`src/hw/reset_wait.sv`:
```
// --------------------------------------------------
// power-up reset stretcher
// holds reset for 2**RESET_WAIT_BITS clocks after arst_n
// --------------------------------------------------

module reset_wait #(
	parameter int RESET_WAIT_BITS = 23
) (
	input  logic clock100,
	input  logic arst_n,
	output logic reset
);

	// low bits count the wait, the extra top bit is the done flag
	logic [RESET_WAIT_BITS:0] count;

	// cleared asynchronously, so reset asserts at once
	always_ff @(posedge clock100 or negedge arst_n) begin
		if (!arst_n) begin
			count <= '0;
		end else if (!count[RESET_WAIT_BITS]) begin
			// freezes once the top bit sets
			count <= count + 1'b1;
		end
	end

	// released exactly when the wait has run out
	assign reset = !count[RESET_WAIT_BITS];

endmodule

```
`config.mk`:
```
export PLATFORM = sky130hd
export DESIGN_NAME = reset_wait
export DESIGN_NICKNAME = d
export VERILOG_FILES = /design/src/hw/reset_wait.sv
export SDC_FILE = /design/constraint.sdc
export NUM_CORES = 1
export LEC_CHECK = 0
export BUFFER_PORTS_ARGS = -buffer_cell sky130_fd_sc_hd__clkbuf_2
export CORE_MARGIN = 5
export CORE_UTILIZATION = 45
export DETAILED_ROUTE_END_ITERATION = 8
export GPL_TIMING_DRIVEN = 1
export PLACE_DENSITY = 0.66
export SLEW_MARGIN = 10
export SYNTH_ARGS = -nofsm -noshare
export SYNTH_HDL_FRONTEND = slang
export SYNTH_SLANG_ARGS = --single-unit
```
`constraint.sdc`:
```
create_clock -name clock100 -period 1.8 [get_ports clock100]
set_clock_uncertainty 0.15 [all_clocks]
set_input_delay 0.18 -clock clock100 [delete_from_list [all_inputs] [get_ports clock100]]
set_output_delay 0.18 -clock clock100 [all_outputs]
set_load 0.05 [all_outputs]
```
# Word level (Yosys, flattened, before mapping)
# Index checks and enable logic that the tools add are counted.
# word_totals
reg_bits	24
input_bits	2
out_inout_bits	1
word_cells	5
# classes
add_sub_neg	1
mux	1
n_reduce_logical	1
# op_table
operator	count
adder 24 x 1 -> 24 bit (second input constant)	1
two-way mux 24 bit	1
logical NOT 1 bit	1

# Longest topological paths before layout
# Gate-level depths: netlist of the first run.
# depth
depth_word	2
mapped_depth	5
depth_no_buf	5

# Worst setup path before layout of the first run
# Ideal clock, no wire load.
# synth_timing
path_type	reg2reg
startpoint	register count[23]
endpoint	register count[10]
setup_ps	79
t_arrival_ps	1338
required_time_ps	1571
path_slack_ps	233
stages_incl_launch_ff	5
path_buffers	0
path_cell_list	dfrtp_1 inv_1 and3_1 and4_1 xor2_1
# synth_rtl
element	line	rtl
from (decl)	15	logic [RESET_WAIT_BITS:0] count;
from (signal assigned)	23	count <= count + 1'b1;

==> metrics, run 1 <==
Synth Area per Inst=12.02 sq um; root buf cell=clkbuf_4; GPL Wtd Cong=~0.8; P_leak=0.5576 nW; r2r endpoint=count[19]; slew at the pin with the worst max-slew slack=0.5689 ns; dpl hpwl=1.239 mm; CTS sink count=24; number of diodes=0; pre-CTS setup slack=~0.16 ns; Syn Std Cell Area=roughly 1100 sq um; Tot GR Track Use=a little under an eighth; biggest regs=count (24); RSZ-0062 raised after global routing=no; total power per unit cell area=637.2 nW/um^2; Netlist cell types=21; PortBufs=2; crit path DAT=1.70 ns; synth-to-layout area growth=7.087%; post-layout min period=between 1.5 and 2 ns; die area=3613 sq um; post-synth top area cell=dfrtp_1; highest-count cells in the layout ignoring fill and taps=24 x dfrtp_1, 15 x xnor2_1, 12 x nand2_1, 7 x xor2_1, 7 x nor2_1; worst hold margin=between 0.2 and 0.25 ns; commonest non-fill, non-tap cell in the layout=dfrtp_1; number of flip-flops in the largest register=24; core box area=~2400 sq um; vias per inst=5.192; Final period util=roughly 92%; CP required=roughly 1.9 ns; DIE HEIGHT=around 60 microns; setup TNS=0 ns; WL/cell=between 10 and 15 microns; CP max FO=6; top post-synthesis cells by area=dfrtp_1 53%, xnor2_1 12%, xor2_1 5.4%, nand2_1 4.0%, nand4_4 3.8%; endpoints failing setup=0; Design Area, Final=1210 sq um; top cell type's share of synthesized area=between 50% and 60%; status=finished clean; first-pass GRT wire length=~3.1 mm; Reg with most FFs=count; vias in the first global route=686; Remaining Overflow, GRT=0; final wirelength=approximately 1.7 mm; Site Rows=18; net count after synthesis=97; largest net degree at the start of global routing=25; Num CTS Buffers=3; Non-Filler Instances=130; Hold WC Path Type=input port to async pin; Fillers=between 200 and 250; Worst Setup End Kind=register; final core occ=between 40% and 50%; Slew Limit Fails=0; Final Hold Violating Endpoints=0; crit start category=register; setup slack, reg-to-reg=approximately 0.15 ns; share of cells above drive strength 1=between 10% and 20%; initial antenna violation count=0; final worst slack=0.1467 ns; cells on worst reg2reg path=4; R2R Path Start=count[23]; DIE WIDTH=approximately 60 microns; Clock Latency Late Sink=roughly 0.3 ns; VDD IR max=about 350 uV; CTS max path bufs=2; Tot Pwr=0.7710 mW; Reg clk slew, reported paths=0.12 ns; Initial DRC Count=26; crit path launch=count[23]; H-tree Lvls=1; Final ANT Viol Nets=0; Placed Area=about 1200 sq um; Max Fclk=604.8 MHz; flops & latches, synth=24; vias post-DR=around 680; Net count, final=~110; max cap viols=0; sequential fraction of the synthesis area=a little over half; post-placement cell count=126; DRC=0; post_cts resized=0; Initial Util=about 46%; critical path type=register to register; DR pass1 iterations=4; max_slew headroom=62.07%; YS warnings=0; num ports=3; Gate Count Post-Synth=94; CTS tree=built
per-layer routing:
layer,up-vias,track usage (%),part of all wire [%]
li1,337,-,-
met1,332,16.53,50
met2,4,16.82,46
met5,-,0,0
met3,2,2.592,2.3
met4,0,6.646,1.2
logic make-up (layout without fill, tap and decap cells):
family        count (synthesis)  count (layout)  share of synthesized area, %
simple gates                 44              44                         27.02
flops                        24              24                         53.16
xor+xnor                     22              22                         17.05
buf+inv                       2               8                        0.6647
fa+ha+maj                     1               1                         1.107
mux                           1               1                        0.9966
cells in the mapped netlist (all sizes together):
library cell	instances
nor3	5
nand4	7
inv	2
nor2	7
nand3b	1
and4	1
xor2	7
nand3	6
nor4	2
dfrtp	24
nand4b	1
nand2	12
and3	2
ha	1
mux2	1
xnor2	15
worst max-delay path, stage by stage (launching register included):
cell and delay [ns]:
dfrtp_1 0.44, nand4b_2 0.38, nor3_4 0.29, nand4_1 0.14, xnor2_1 0.15
power by group:
part / leakage, nW / internal [mW] / total (mW) / switching (mW)
sequential: 0.321 / 0.539 / 0.539 / 0
clock: 0.0138 / 0.0779 / 0.220 / 0.142
combinational: 0.223 / 0.00215 / 0.0120 / 0.00984
final cells by class:
type	instances	area (sq um)	area share [%]
clock buffer	3	22.52	1.861
sequential	24	600.6	49.64
multi-input combinational	68	521.8	43.12
inverter	2	7.507	0.6205
tap	30	37.54	3.102
timing repair buffer	3	20.02	1.655
worst max path at each step:
stage / endpoint / cells past startpoint
2_1_floorplan: count[10] / 4
4_1_cts: count[19] / 4
5_1_grt: count[21] / 4
3_5_place_dp: count[19] / 4
6_report: count[19] / 4
3_3_place_gp: count[19] / 4
repair_timing:
action	in CTS	in global routing
endpoints found under the hold margin	24	0
buffers inserted	0	0
hold buffers	1	0
(Power assumes the default switching activity.)
==> run 2, diff against run 1 <==
--- a/config.mk
+++ b/config.mk
@@ -6,11 +6,10 @@
 export NUM_CORES = 1
 export LEC_CHECK = 0
 export BUFFER_PORTS_ARGS = -buffer_cell sky130_fd_sc_hd__clkbuf_2
-export CORE_MARGIN = 5
-export CORE_UTILIZATION = 45
+export CORE_UTILIZATION = 48
 export DETAILED_ROUTE_END_ITERATION = 8
 export GPL_TIMING_DRIVEN = 1
-export PLACE_DENSITY = 0.66
+export PLACE_DENSITY = 0.69
 export SLEW_MARGIN = 10
 export SYNTH_ARGS = -nofsm -noshare
 export SYNTH_HDL_FRONTEND = slang
==> metrics, run 2 (synthesized netlist as in run 1, its figures left out) <==
final wirelength=approximately 1.7 mm; vias post-DR=673; VDD IR max=~500 uV; vias per inst=5.177; sequential power share=approximately two thirds; max_slew headroom=~62%; total power per unit cell area=670.6 nW/um^2; Initial Util=about half; crit path DAT=between 1.5 and 2 ns; DR pass1 iterations=4; Net count, final=about 110; DIE HEIGHT=between 50 and 60 microns; dpl hpwl=1.237 mm; root buf cell=clkbuf_4; Design Area, Final=around 1200 sq um; setup slack, reg-to-reg=~0.14 ns; Worst Setup End Kind=register; Final period util=between 90% and 100%; initial antenna violation count=0; highest-count cells in the layout ignoring fill and taps=24 x dfrtp_1, 15 x xnor2_1, 12 x nand2_1, 7 x xor2_1, 7 x nor2_1; critical path type=register to register; crit path launch=count[23]; cells on worst reg2reg path=4; endpoints failing setup=0; setup TNS=0 ns; CP required=1.87 ns; Setup Fix Bufs, Post-CTS=0; CTS max path bufs=2; synth-to-layout area growth=8.749%; Fillers=200; vias in the first global route=about 660; crit start category=register; Reg clk slew, reported paths=about 0.12 ns; P_leak=0.5689 nW; slew at the pin with the worst max-slew slack=between 0.5 and 0.6 ns; GPL Wtd Cong=between 0.8 and 0.9; commonest non-fill, non-tap cell in the layout=dfrtp_1; num ports=3; WL/cell=12.72 microns; Sequential Area=600.6 sq um; Num CTS Buffers=3; Clock power frac=between 30 and 40%; DIE WIDTH=around 51 microns; Placed Area=approximately 1200 sq um; number of flip-flops in the largest register=24; H-tree Lvls=1; final core occ=55.54%; Initial DRC Count=5; biggest regs=count (24); Sw Ratio=approximately 19%; Reg with most FFs=count; first-pass GRT wire length=2.946 mm; RSZ-0062 raised after global routing=no; Tot Pwr=about 0.82 mW; switching pwr=~0.16 mW; post-layout min period=about 1.7 ns; share of cells above drive strength 1=approximately 16%; die area=~2600 sq um; PortBufs=2; CTS tree=built; Final Hold Violating Endpoints=0; Final ANT Viol Nets=0; Remaining Overflow, GRT=0; r2r endpoint=count[19]; combinational share of power=1.5%; Site Rows=17; DRC=0; Int Power=between 0.6 and 0.7 mW; Tot GR Track Use=between 15 and 20%; Max Fclk=601.5 MHz; Clock Latency Late Sink=between 0.3 and 0.4 ns; core box area=between 2000 and 2500 sq um; CP max FO=6; Slew Limit Fails=0; max cap viols=0; R2R Path Start=count[23]; number of diodes=0; largest net degree at the start of global routing=25; status=finished clean; Hold WC Path Type=input port to async pin; area of the multi-input gates=521.8 sq um; CTS sink count=24
==> run 2: cell types whose count changed in the layout (fill, tap and decap cells not counted), sizes merged <==
cell    change
buf         +1
clkbuf      +1
==> run 2: timing repair <==
action                    CTS  global route
hold endpoints to repair   24             0
hold buffers                1             0
resized for setup           0             0
==> run 2: how the worst max path moves through the flow <==
stage / slack [ns] / end / cells after the start
after floorplan: 0.23 / count[10] / 4
after global placement: 0.17 / count[19] / 4
after detailed placement: 0.14 / count[19] / 4
after CTS: 0.12 / count[19] / 4
after global routing: 0.02 / count[19] / 4
final: 0.14 / count[19] / 4
==> run 2: routing by layer <==
metal | global-route usage [%] | wire length, microns | vias to the layer above
li1 | - | - | 339
met1 | 22.13 | 813 | 326
met2 | 23.78 | 770 | 6
met3 | 6.364 | 54 | 2
met4 | 7.870 | 16 | 0
met5 | 0 | 0 | -
==> run 2: area by class of cell <==
class | count | share of cell area, %
sequential | 24 | 48.88
tap | 28 | 2.851
inverter | 2 | 0.6110
clock buffer | 4 | 2.953
multi-input combinational | 68 | 42.46
timing repair buffer | 4 | 2.240
==> run 2: power by group through the flow <==
stage	Combinational [mW]	Clock, mW	Sequential, mW
5_1_grt	0.0151	0.310	0.539
6_report	0.0122	0.273	0.539
3_3_place_gp	0.0112	0	0.549
3_5_place_dp	0.0114	0	0.549
4_1_cts	0.0129	0.287	0.539
2_1_floorplan	0.000000211	0	0.550
==> run 2: critical path, stage by stage, from the launching register on <==
cell and delay [ns]:
dfrtp_1 0.45, nand4b_2 0.37, nor3_4 0.29, nand4_1 0.17
xnor2_1 0.15
==> run 2: metrics by stage <==
step,setup slack [ns],hold slack (ns),std cells
6_report,0.1376,0.2231,130
5_1_grt,0.02409,0.2742,130
4_1_cts,0.1214,0.2318,130
3_5_place_dp,0.1351,0.05502,125
3_3_place_gp,0.1652,0.05010,125
2_1_floorplan,0.2326,-0.2656,94
==> run 3, diff against run 2 <==
--- a/config.mk
+++ b/config.mk
@@ -9,7 +9,6 @@
 export CORE_UTILIZATION = 48
 export DETAILED_ROUTE_END_ITERATION = 8
 export GPL_TIMING_DRIVEN = 1
-export PLACE_DENSITY = 0.69
 export SLEW_MARGIN = 10
 export SYNTH_ARGS = -nofsm -noshare
 export SYNTH_HDL_FRONTEND = slang
==> metrics, run 3 (synthesized netlist as in run 1, its figures left out) <==
number of flip-flops in the largest register=24; RSZ-0062 raised after global routing=no; total power per unit cell area=636.1 nW/um^2; Site Rows=17; max_slew headroom=around three fifths; status=finished clean; Final period util=89.68%; Max Fclk=619.5 MHz; Sw Ratio=19.96%; DIE WIDTH=~50 microns; setup TNS=0 ns; CP required=between 1.5 and 2 ns; DRC=0; CTS max path bufs=2; DR pass1 iterations=4; DIE HEIGHT=approximately 50 microns; area of the multi-input gates=530.5 sq um; highest-count cells in the layout ignoring fill and taps=24 x dfrtp_1, 15 x xnor2_1, 12 x nand2_1, 7 x xor2_1, 7 x nor2_1; Placed Area=roughly 1200 sq um; Hold WC Path Type=input port to async pin; r2r endpoint=count[20]; biggest regs=count (24); Clock power frac=roughly 29%; synth-to-layout area growth=7.641%; Worst Setup End Kind=register; VDD IR max=357.8 uV; endpoints failing setup=0; PortBufs=2; worst-path cell with the longest stage delay=dfrtp_1; worst-path cell chain=ha_1 -> nand3b_1 -> nor3_4 -> nand4_1 -> xnor2_1; share of cells above drive strength 1=approximately 14%; Sequential Area=between 600 and 700 sq um; Worst path depth=5; Clock Latency Late Sink=roughly 0.3 ns; CP max FO=5; post-placement cell count=about 120; Critical path buffers and inverters=0; Final Hold Violating Endpoints=0; CTS tree=built; CTS sink count=24; vias post-DR=between 600 and 700; Net count, final=105; vias in the first global route=about 660; first-pass GRT wire length=between 3 and 4 mm; Remaining Overflow, GRT=0; final wirelength=between 1.5 and 2 mm; Design Area, Final=about 1200 sq um; H-tree Lvls=1; vias per inst=~5.4; cells on worst reg2reg path=5; initial antenna violation count=0; WL/cell=13.39 microns; post-layout min period=around 1.6 ns; Fillers=200; Slew Limit Fails=0; slew at the pin with the worst max-slew slack=approximately 0.58 ns; critical path type=register to register; R2R Path Start=count[0]; Final ANT Viol Nets=0; Non-Filler Instances=128; GPL Wtd Cong=around 0.76; number of diodes=0; commonest non-fill, non-tap cell in the layout=dfrtp_1; cell class contributing the biggest share of worst-path delay=simple AND/OR/NAND/NOR gates; core box area=2212 sq um; Initial DRC Count=12; num ports=3; combinational share of power=around 1.6%; Initial Util=51.07%; largest net degree at the start of global routing=25; die area=2552 sq um; P_leak=approximately 0.56 nW; dpl hpwl=1.245 mm; crit path DAT=1.66 ns; setup slack, reg-to-reg=approximately 0.19 ns; Reg clk slew, reported paths=approximately 0.12 ns; Tot GR Track Use=between 10% and 20%; Num CTS Buffers=3; switching pwr=0.1544 mW; Reg with most FFs=count; sequential power share=a little over two thirds; Crit path largest cell delay=0.46 ns; max cap viols=0; root buf cell=clkbuf_4; crit start category=register; Int Power=0.6191 mW
-- run 3: metrics by stage --
| step | hold slack (ns) | power (mW) | setup WS (ns) | util [%] |
|---|---|---|---|---|
| 2_1_floorplan | -0.2656 | 0.5495 | 0.2326 | - |
| 3_5_place_dp | 0.06374 | 0.5612 | 0.1126 | 53.11 |
| 5_1_grt | 0.2946 | 0.8088 | 0.07021 | 54.98 |
| 3_3_place_gp | 0.05657 | 0.5608 | 0.1375 | 53.11 |
| 6_report | 0.2372 | 0.7736 | 0.1858 | 54.98 |
| 4_1_cts | 0.2596 | 0.7866 | 0.1085 | 54.58 |
-- run 3: area by class of cell --
cell class,instances,share of cell area [%]
Clock buffer,3,1.852
Multi-Input combinational cell,68,43.62
Sequential cell,24,49.38
Inverter,2,0.6173
Tap cell,28,2.881
Timing Repair Buffer,3,1.646
-- run 3: worst max path at each step --
stage	end	start	slack, ns
3_3_place_gp	count[19]	count[23]	0.14
2_1_floorplan	count[10]	count[23]	0.23
5_1_grt	count[20]	count[0]	0.07
4_1_cts	count[19]	count[23]	0.11
3_5_place_dp	count[19]	count[23]	0.11
6_report	count[20]	count[0]	0.19
-- run 3: power groups by stage --
stage          Sequential, mW  Combinational, mW  Clock, mW
3_5_place_dp            0.549             0.0118          0
2_1_floorplan           0.550        0.000000211          0
5_1_grt                 0.539             0.0152      0.254
6_report                0.539             0.0122      0.222
3_3_place_gp            0.549             0.0114          0
4_1_cts                 0.539             0.0134      0.234
-- run 3: layer usage --
layer / wire [microns] / GRT usage, %
met5: 0 / 0
met4: 17 / 8.333
met3: 29 / 3.636
met2: 750 / 23.56
met1: 916 / 23.51
-- run 3: timing repair --
| action | CTS | global route |
|---|---|---|
| endpoints found under the setup margin | 0 | 2 |
| gates resized for setup | 0 | 1 |
| hold endpoints to repair | 24 | 0 |
| setup buffers | 0 | 0 |
| hold buffers | 1 | 0 |
-- run 3: worst register-to-register path, stage by stage (launching register included) --
cell,delay [ns]
dfrtp_1,0.46
ha_1,0.21
nand3b_1,0.16
nor3_4,0.24
nand4_1,0.14
xnor2_1,0.14
