[src/hw/pollable_memory_pkg.sv]
// --------------------------------------------------
// shared constants and types for the pollable memory
// bus transfer widths, word types, memory request
// and the slave state encoding
// --------------------------------------------------

package pollable_memory_pkg;

	// --------------------------------------------------
	// bus geometry
	// one transfer on the parallel bus
	localparam int bus_width = 16;
	// transfers per memory word, high half first
	localparam int halves_per_word = 2;

	// --------------------------------------------------
	// vector types
	typedef logic [bus_width-1:0] bus_half_t;
	typedef logic [bus_width*halves_per_word-1:0] data_word_t;
	// upper bits pick the bank, lower bits the word in the bank
	typedef logic [bus_width-1:0] address_word_t;

	// word access from the slave toward the banks
	typedef struct packed {
		logic          write_strobe;
		logic          read_strobe;
		address_word_t address;
		data_word_t    write_data;
	} mem_request_t;

	// slave fsm
	typedef enum logic [2:0] {
		idle,
		address_write,
		address_read,
		data_write,
		data_fetch,
		data_read,
		wait_release
	} slave_state_t;

endpackage

[src/hw/half_duplex_bus_slave.sv]
// --------------------------------------------------
// half-duplex parallel bus slave
// input synchronizer, transaction decode, address register,
// half-word assembly and the two-half read serializer
// --------------------------------------------------

module half_duplex_bus_slave #(
	parameter int ADDRESS_AUTOINCREMENT = 1
) (
	input  logic                              clock100,
	input  logic                              reset,
	input  pollable_memory_pkg::bus_half_t    bus_in,
	input  logic                              read,
	input  logic                              register_select,
	input  logic                              enable,
	output pollable_memory_pkg::bus_half_t    bus_out,
	output logic                              bus_oe,
	output logic                              ack_valid,
	output pollable_memory_pkg::mem_request_t request,
	input  pollable_memory_pkg::data_word_t   read_data
);

	localparam int half_bits = pollable_memory_pkg::bus_width;

	// everything the host drives, sampled as one bundle
	typedef struct packed {
		logic                           read;
		logic                           register_select;
		logic                           enable;
		pollable_memory_pkg::bus_half_t data;
	} bus_sample_t;

	bus_sample_t sample_meta;
	bus_sample_t sample;

	pollable_memory_pkg::slave_state_t  state;
	pollable_memory_pkg::address_word_t address;
	pollable_memory_pkg::bus_half_t     high_half;
	pollable_memory_pkg::data_word_t    write_data_q;
	pollable_memory_pkg::data_word_t    read_latch;

	logic write_strobe_q;
	// address bump one cycle after a finished word
	logic advance;
	// 0 expects the high half, 1 the low half
	logic second_half;
	// one extra cycle for the bank and select registers
	logic fetch_wait;

	logic start;
	logic address_write_start;
	logic address_read_start;
	logic data_write_start;
	logic data_read_first;
	logic data_read_second;
	logic fetch_done;
	logic acknowledge;
	logic present;
	logic release_done;

	// --------------------------------------------------
	// two-flop synchronizer
	always_ff @(posedge clock100) begin
		sample_meta <= '{
			read: read,
			register_select: register_select,
			enable: enable,
			data: bus_in
		};
		sample <= sample_meta;
	end

	// --------------------------------------------------
	// transaction decode
	always_comb begin
		// a new transaction only starts from idle
		start = (state == pollable_memory_pkg::idle) && sample.enable;
		address_write_start = start && !sample.register_select && !sample.read;
		address_read_start  = start && !sample.register_select && sample.read;
		data_write_start    = start && sample.register_select && !sample.read;
		data_read_first     = start && sample.register_select && sample.read && !second_half;
		data_read_second    = start && sample.register_select && sample.read && second_half;
		// read_data settled two cycles after the strobe
		fetch_done = (state == pollable_memory_pkg::data_fetch) && fetch_wait;
		acknowledge = address_write_start || address_read_start || data_write_start
			|| data_read_second || fetch_done;
		// drive the bus only for reads
		present = address_read_start || data_read_second || fetch_done;
		// host let go of enable
		release_done = (state == pollable_memory_pkg::wait_release) && !sample.enable;
	end

	// --------------------------------------------------
	// control state
	always_ff @(posedge clock100) begin
		if (reset) begin
			state          <= pollable_memory_pkg::idle;
			ack_valid      <= 1'b0;
			bus_oe         <= 1'b0;
			write_strobe_q <= 1'b0;
			advance        <= 1'b0;
			second_half    <= 1'b0;
			fetch_wait     <= 1'b0;
			address        <= '0;
		end else begin
			// write goes out once both halves are in
			write_strobe_q <= data_write_start && second_half;
			advance <= (ADDRESS_AUTOINCREMENT != 0)
				&& ((data_write_start && second_half) || data_read_second);
			fetch_wait <= (state == pollable_memory_pkg::data_fetch) && !fetch_wait;
			// address register, host load wins
			if (address_write_start) begin
				address <= sample.data;
			end else if (advance) begin
				address <= address + 1'b1;
			end
			// half counter, restarted by any address write
			if (address_write_start) begin
				second_half <= 1'b0;
			end else if (data_write_start) begin
				second_half <= !second_half;
			end else if (fetch_done) begin
				second_half <= 1'b1;
			end else if (data_read_second) begin
				second_half <= 1'b0;
			end
			// level handshake, held until enable drops
			if (acknowledge) begin
				ack_valid <= 1'b1;
			end else if (release_done) begin
				ack_valid <= 1'b0;
			end
			if (present) begin
				bus_oe <= 1'b1;
			end else if (release_done) begin
				bus_oe <= 1'b0;
			end
			case (state)
				pollable_memory_pkg::idle: begin
					if (address_write_start) begin
						state <= pollable_memory_pkg::address_write;
					end else if (address_read_start) begin
						state <= pollable_memory_pkg::address_read;
					end else if (data_write_start) begin
						state <= pollable_memory_pkg::data_write;
					end else if (data_read_first) begin
						state <= pollable_memory_pkg::data_fetch;
					end else if (data_read_second) begin
						state <= pollable_memory_pkg::data_read;
					end
				end
				pollable_memory_pkg::data_fetch: begin
					if (fetch_wait) begin
						state <= pollable_memory_pkg::data_read;
					end
				end
				// one cycle each, then wait for the host
				pollable_memory_pkg::address_write,
				pollable_memory_pkg::address_read,
				pollable_memory_pkg::data_write,
				pollable_memory_pkg::data_read: begin
					state <= pollable_memory_pkg::wait_release;
				end
				pollable_memory_pkg::wait_release: begin
					if (!sample.enable) begin
						state <= pollable_memory_pkg::idle;
					end
				end
				default: begin
					state <= pollable_memory_pkg::idle;
				end
			endcase
		end
	end

	// --------------------------------------------------
	// datapath, big endian halves
	always_ff @(posedge clock100) begin
		if (address_read_start) begin
			bus_out <= address;
		end else if (data_read_second) begin
			bus_out <= read_latch[half_bits-1:0];
		end else if (fetch_done) begin
			bus_out <= read_data[2*half_bits-1:half_bits];
		end
		// both halves come from one fetched word
		if (fetch_done) begin
			read_latch <= read_data;
		end
		if (data_write_start && !second_half) begin
			high_half <= sample.data;
		end
		if (data_write_start && second_half) begin
			write_data_q <= {high_half, sample.data};
		end
	end

	// read strobe leaves straight from the decode
	always_comb begin
		request.write_strobe = write_strobe_q;
		request.read_strobe  = data_read_first;
		request.address      = address;
		request.write_data   = write_data_q;
	end

	// --------------------------------------------------
	// protocol checks
	strobes_exclusive: assert property (@(posedge clock100) disable iff (reset)
		!(request.write_strobe && request.read_strobe))
		else $error("write and read strobe together");

	// ack only answers a host that is still asking
	ack_needs_enable: assert property (@(posedge clock100) disable iff (reset)
		$rose(ack_valid) |-> $past(enable))
		else $error("ack_valid rose with enable low");

endmodule

[config.mk]
export PLATFORM = sky130hd
export DESIGN_NAME = half_duplex_bus_slave
export DESIGN_NICKNAME = d
export VERILOG_FILES = /design/src/hw/pollable_memory_pkg.sv /design/src/hw/half_duplex_bus_slave.sv
export SDC_FILE = /design/constraint.sdc
export NUM_CORES = 1
export LEC_CHECK = 0
export BUFFER_PORTS_ARGS = -buffer_cell sky130_fd_sc_hd__buf_2
export CAP_MARGIN = 20
export CORE_MARGIN = 1.5
export CORE_UTILIZATION = 40
export CTS_CLUSTER_SIZE = 8
export DETAILED_ROUTE_END_ITERATION = 6
export PLACE_DENSITY = 0.67
export REMOVE_ABC_BUFFERS = 1
export SKIP_LAST_GASP = 1
export SYNTH_ARGS = -nofsm -noshare
export SYNTH_HDL_FRONTEND = slang
export SYNTH_SLANG_ARGS = --single-unit
export TNS_END_PERCENT = 30
[constraint.sdc]
create_clock -name clock100 -period 4.2 [get_ports clock100]
set_clock_uncertainty 0.2 [all_clocks]
set_input_delay 0.21 -clock clock100 [delete_from_list [all_inputs] [get_ports clock100]]
set_output_delay 0.21 -clock clock100 [all_outputs]
set_load 0.03 [all_outputs]
; ---- Word-level counts from Yosys, hierarchy flattened
; Cells that the tools add are included.
; W data, S select, Z words.
[op_classes]
add_sub_neg = 1
bitwise_logic = 0
n_div = 0
magnitude_cmp = 0
muxes = 19
n_eq_ne = 9
n_mul = 0
n_reduce_logical = 35
shifts = 0
[ops]
columns = op, n
row1 = $mux W16, 5
row2 = $mux W3, 7
row3 = $add A16 B1 Y16 const B, 1
row4 = $logic_and A1 B1 Y1, 14
row5 = $pmux W3 S4, 1
row6 = $eq A3 B3 Y1 const B, 3
row7 = $logic_or A1 B1 Y1, 7
row8 = $eq A3 B2 Y1 const B, 2
row9 = $mux W1, 6
row10 = $ne A6 B6 Y1 const B, 1
row11 = $reduce_bool A2 Y1, 3
row12 = $reduce_bool A3 Y1, 2
row13 = $logic_not A1 Y1, 5
row14 = $ne A2 B2 Y1 const B, 2
row15 = $reduce_or A4 Y1, 1
row16 = $eq A3 B1 Y1 const B, 1
row17 = $logic_not A3 Y1, 1
row18 = $reduce_and A3 Y1, 1
row19 = $reduce_or A2 Y1, 1
[word_totals]
latch_bits = 0
reg_bits = 143
wordCells = 84
output_inout_bits = 68
ramBits = 0
n_memories = 0
mem_bits_ro = 0

; ---- Logic depth before layout (Yosys ltp)
[logic_depth]
ltp_word = 11
ltp_mapped = 7
mapped_depth_nobuf = 5

; ---- Worst setup path after synthesis
; Ideal clock, no wire load.
[synth_path]
path_type = reg2reg
startpoint = reg second_half
endpoint = reg write_data_q[0] (enable)
period_less_slack_ns = 3.759
path_stages_with_launch = 5
setup_ns = 0.461
path_buffers = 2
t_arrival_ns = 3.098
required_time_ns = 3.539
slack_ns = 0.441
path_cell_list = dfxtp_1 > clkbuf_1 > clkbuf_1 > nand2_1 > nor3_1
[synth_between]
elab_chain_len = 1
[synth_lines]
columns = item, line
row1 = from (decl), half_duplex_bus_slave.sv:46  ; logic second_half;
row2 = from (signal assigned), half_duplex_bus_slave.sv:121  ; second_half <= !second_half;
row3 = $logic_and A1 B1 Y1, half_duplex_bus_slave.sv:193  ; if (data_write_start && second_half) begin
row4 = to (signal assigned), half_duplex_bus_slave.sv:194  ; write_data_q <= {high_half, sample.data};
row5 = to (decl), half_duplex_bus_slave.sv:39  ; pollable_memory_pkg::data_word_t write_data_q;
; Every way passes these cells.
; A chain may end at the register's enable or synchronous reset.

; ---- Final worst setup path
[layout_path]
startpoint = reg sample[16] (netlist bit)
endpoint = reg bus_out[7] (enable)
[layout_between]
elab_chain_len = 5
word_cells_on_any_way = 7
[layout_lines]
columns = item, line
row1 = from (decl), half_duplex_bus_slave.sv:34  ; bus_sample_t sample;
row2 = from (signal assigned), half_duplex_bus_slave.sv:70  ; sample <= sample_meta;
row3 = $logic_and A1 B1 Y1 *, half_duplex_bus_slave.sv:77  ; start = (state == pollable_memory_pkg::idle) && sample.enable;
row4 = $logic_and A1 B1 Y1 (3 in series), half_duplex_bus_slave.sv:82  ; data_read_second = start && sample.register_select && sample.read && second_half;
row5 = $reduce_bool A3 Y1 (no line) *, -
row6 = to (signal assigned), half_duplex_bus_slave.sv:180  ; bus_out <= address;
row7 = to (signal assigned), half_duplex_bus_slave.sv:182  ; bus_out <= read_latch[half_bits-1:0];
row8 = to (signal assigned), half_duplex_bus_slave.sv:184  ; bus_out <= read_data[2*half_bits-1:half_bits];
row9 = to (decl), half_duplex_bus_slave.sv:16  ; output pollable_memory_pkg::bus_half_t bus_out,
; Mark *: on every way between the ends. The rest lies on a longest branch, timed or not.

==> impl_results.md <==
- Outcome: finished, final reports clean
- CP Class: reg -> reg
- Endpoints failing setup: 0
- Worst setup path start: sample[16]
- Slack of the worst reg-to-reg path: 1.39 ns
- Sequential share of power: 0.477
- Hpwl dp: 7.56 mm
- Mapped Avg Cell Area: 14.0 um2
- Max clock buf depth: 2
- Period utilization: 0.669
- Cell count after synthesis: 354
- Ports: 121
- P_int: 2.53 mW
- PwrDens: 495 nW/um2
- CTS buffer count: 17
- DRT Pass-1 Iters: 5
- Setup tns final: 0 ns
- Layout area overhead: 37.3%
- Placement Rows: 40
- Total power draw: 3.36 mW
- Routed vias: 3,490
- Die ar.: 13,000 um2
- Root Buffer: clkbuf_16
- Global route overflow: 0
- Max cap viols: 0
- Area leader, netlist: edfxtp_1
- Utilization after layout: 0.563
- Peak VDD IR: 0.256 mV
- Final hold viol count: 0
- Leakage: 2.58 nW
- Vias in the first global route: 3,364
- Reg2reg end: bus_out[7]
- CTS tree: built
- Clock network fraction of design power: 0.441
- Worst Path Required: 4.05 ns
- Post-CTS setup buffers: 0
- Worst Reg-to-Reg Cells: 4
- Max-slew violations: 0
- DR WL/cell: 16.1 um
- Register bit total from synthesis: 143
- Crit start category: register
- TritonCTS Sinks: 143
- Cell variety after synth: 42
- Top cell type's share of synthesized area: 0.485
- Worst hold path class: in -> reg
- Share of cells above drive strength 1: 0.307
- Max-slew headroom: 0.295
- Via/cell ratio: 4.97
- Top post-synthesis cells by area: edfxtp_1 (49%), dfxtp_1 (25%), nand4b_1 (2.8%)
- Unrepaired setup endpoints after global routing: no
- Core area: 12,100 um2
- Post-Syn Area: 4950 um2
- Combinational Power Share: 0.082
- PostCTS Resize Cnt: 0
- FMAX: 356 MHz
- Critical Path End: bus_out[7]
- N_diodes: 0
- Psw: 0.833 mW
- Final Critical Period: 2.81 ns
- CP Capture Type: register
- Post-route DRC violation count: 0
- Reg2reg start: sample[16]
- Post-Route WL: 11.3 mm
- Max Fanout on Critical Path: 22
- Fin nets: 575
- First-pass GRT wire length: 17.6 mm
- Initial core utilization: 0.410
- Die height: 114 um
- # port buffers: 120
- Initial DRC count: 268
- Sw Ratio: 0.248
- Slew of the pin with the lowest slew margin: 1.05 ns
- Die Width: 114 um
- Largest net degree at the start of global routing: 33
- DRT antenna net count: 0
- Worst-path clk slew: 0.06 ns
- Initial antenna violation count: 0
- Post-synthesis sequential area ratio: 0.740
- YS warnings: 0
- GPL Wtd Cong: 0.834
- CP arrival: 2.67 ns
- # H-tree levels: 4
- Hold buffer count at CTS: 48
- Clock Latency Late Sink: 0.42 ns
- Tot GR Track Use: 0.184
synth_stat cells:
library cell / instances
a21oi_1: 22
nor3b_1: 1
o21ai_0: 21
o221ai_1: 1
a41oi_1: 1
buf_2: 7
o22ai_1: 16
clkbuf_1: 14
nand2_1: 12
nand3b_1: 2
a211oi_1: 14
nor2b_1: 2
xnor2_1: 7
edfxtp_1: 80
nor2_1: 19
a311oi_1: 2
buf_1: 2
nand4_1: 6
ha_1: 1
xor2_1: 6
nor4_1: 3
nor4b_2: 1
nand3_1: 4
a221oi_1: 1
nand2b_1: 1
or4_1: 2
a31oi_1: 1
buf_4: 3
o31ai_1: 1
or3_1: 2
dfxtp_1: 63
o21bai_1: 1
nand4_4: 1
and4_1: 2
and4_4: 1
nand4b_1: 16
inv_1: 3
mux2i_1: 2
a21o_1: 2
nor3_1: 6
and2_1: 1
and3_1: 1
placed cells by master, fill, tap and decap left out, types with 3 or more instances in the layout:
cell,instances
o22ai_1,16
dlygate4sd3_1,48
xnor2_1,7
nand3_1,4
inv_1,3
o21ai_0,21
nand2_1,12
edfxtp_1,80
a211oi_1,14
buf_4,5
buf_2,120
nor4_1,3
inv_6,6
nand4b_1,16
dfxtp_1,63
a21oi_1,22
xor2_1,6
nor3_1,4
nor2_1,19
clkbuf_16,18
nand4_1,6
kinds of logic (layout without fill, tap and decap cells):
logic type                 count (synthesis)  in the layout  synth area share
DFF                                      143            143             0.740
AOI/OAI and AO/OA                         83             83             0.101
and+or+nand+nor                           83             83             0.103
buffers and inverters                     29            209            0.0260
xor gates and xnor gates                  13             13            0.0230
muxes                                      2              2           0.00405
adders and majority gates                  1              1           0.00253
registers in the layout, indices dropped and copies added, names as in the netlist, 3 cells and up:
signal	count
sample	19
state	3
bus_out	16
high_half	16
address	16
write_data_q	32
sample_meta	19
read_latch	16
power by group through the flow:
stage	sequential, mW	clock [mW]	combinational [mW]
2_1_floorplan	1.66	0	0.101
3_3_place_gp	1.63	0	0.234
3_5_place_dp	1.63	0	0.241
4_1_cts	1.60	1.51	0.276
5_1_grt	1.61	1.58	0.303
6_report	1.60	1.48	0.277
through the flow:
step                instance area (um2)  std cells  hold WS (ns)  worst slack (ns)
CTS                                6800        702       0.00809              1.43
global route                       6800        702        0.0305              1.23
floorplan                          4830        328        0.0377             0.329
finish                             6800        702        0.0227              1.39
global placement                   5720        622         0.111              1.53
detailed placement                 5720        622         0.112              1.44
worst max-delay path, stage by stage, from the launching register on:
cell     delay, ns
dfxtp_1       0.47
nor4b_4       0.23
buf_4         0.27
and2_1        0.62
a21o_1        0.64
how the worst min path moves through the flow:
stage,from,end,slack [ns],cells past startpoint
finish,reset,bus_oe,0.02,2
global route,read_data[30],bus_out[14],0.03,3
floorplan,bus_in[0],sample_meta[0],0.04,0
CTS,read_data[24],bus_out[8],0.008,3
global placement,sample_meta[2],sample[2],0.11,0
detailed placement,sample_meta[10],sample[10],0.11,0
area by class of cell:
type / instances / area [um2]
Inverter: 3 / 11.3
Fill cell: 1001 / 5270
Timing Repair Buffer: 174 / 1140
Sequential cell: 143 / 3660
Clock buffer: 18 / 450
Tap cell: 168 / 210
Multi-Input combinational cell: 182 / 1180
Clock inverter: 14 / 143
routing by layer:
| metal | share of wire | global-route usage | vias up |
|---|---|---|---|
| met2 | 0.47 | 0.290 | 156 |
| met1 | 0.44 | 0.232 | 1635 |
| li1 | - | - | 1683 |
| met5 | 0 | 0 | - |
| met4 | 0.016 | 0.0642 | 0 |
| met3 | 0.076 | 0.0731 | 16 |
No activity file was read; power rests on OpenSTA's default activity.
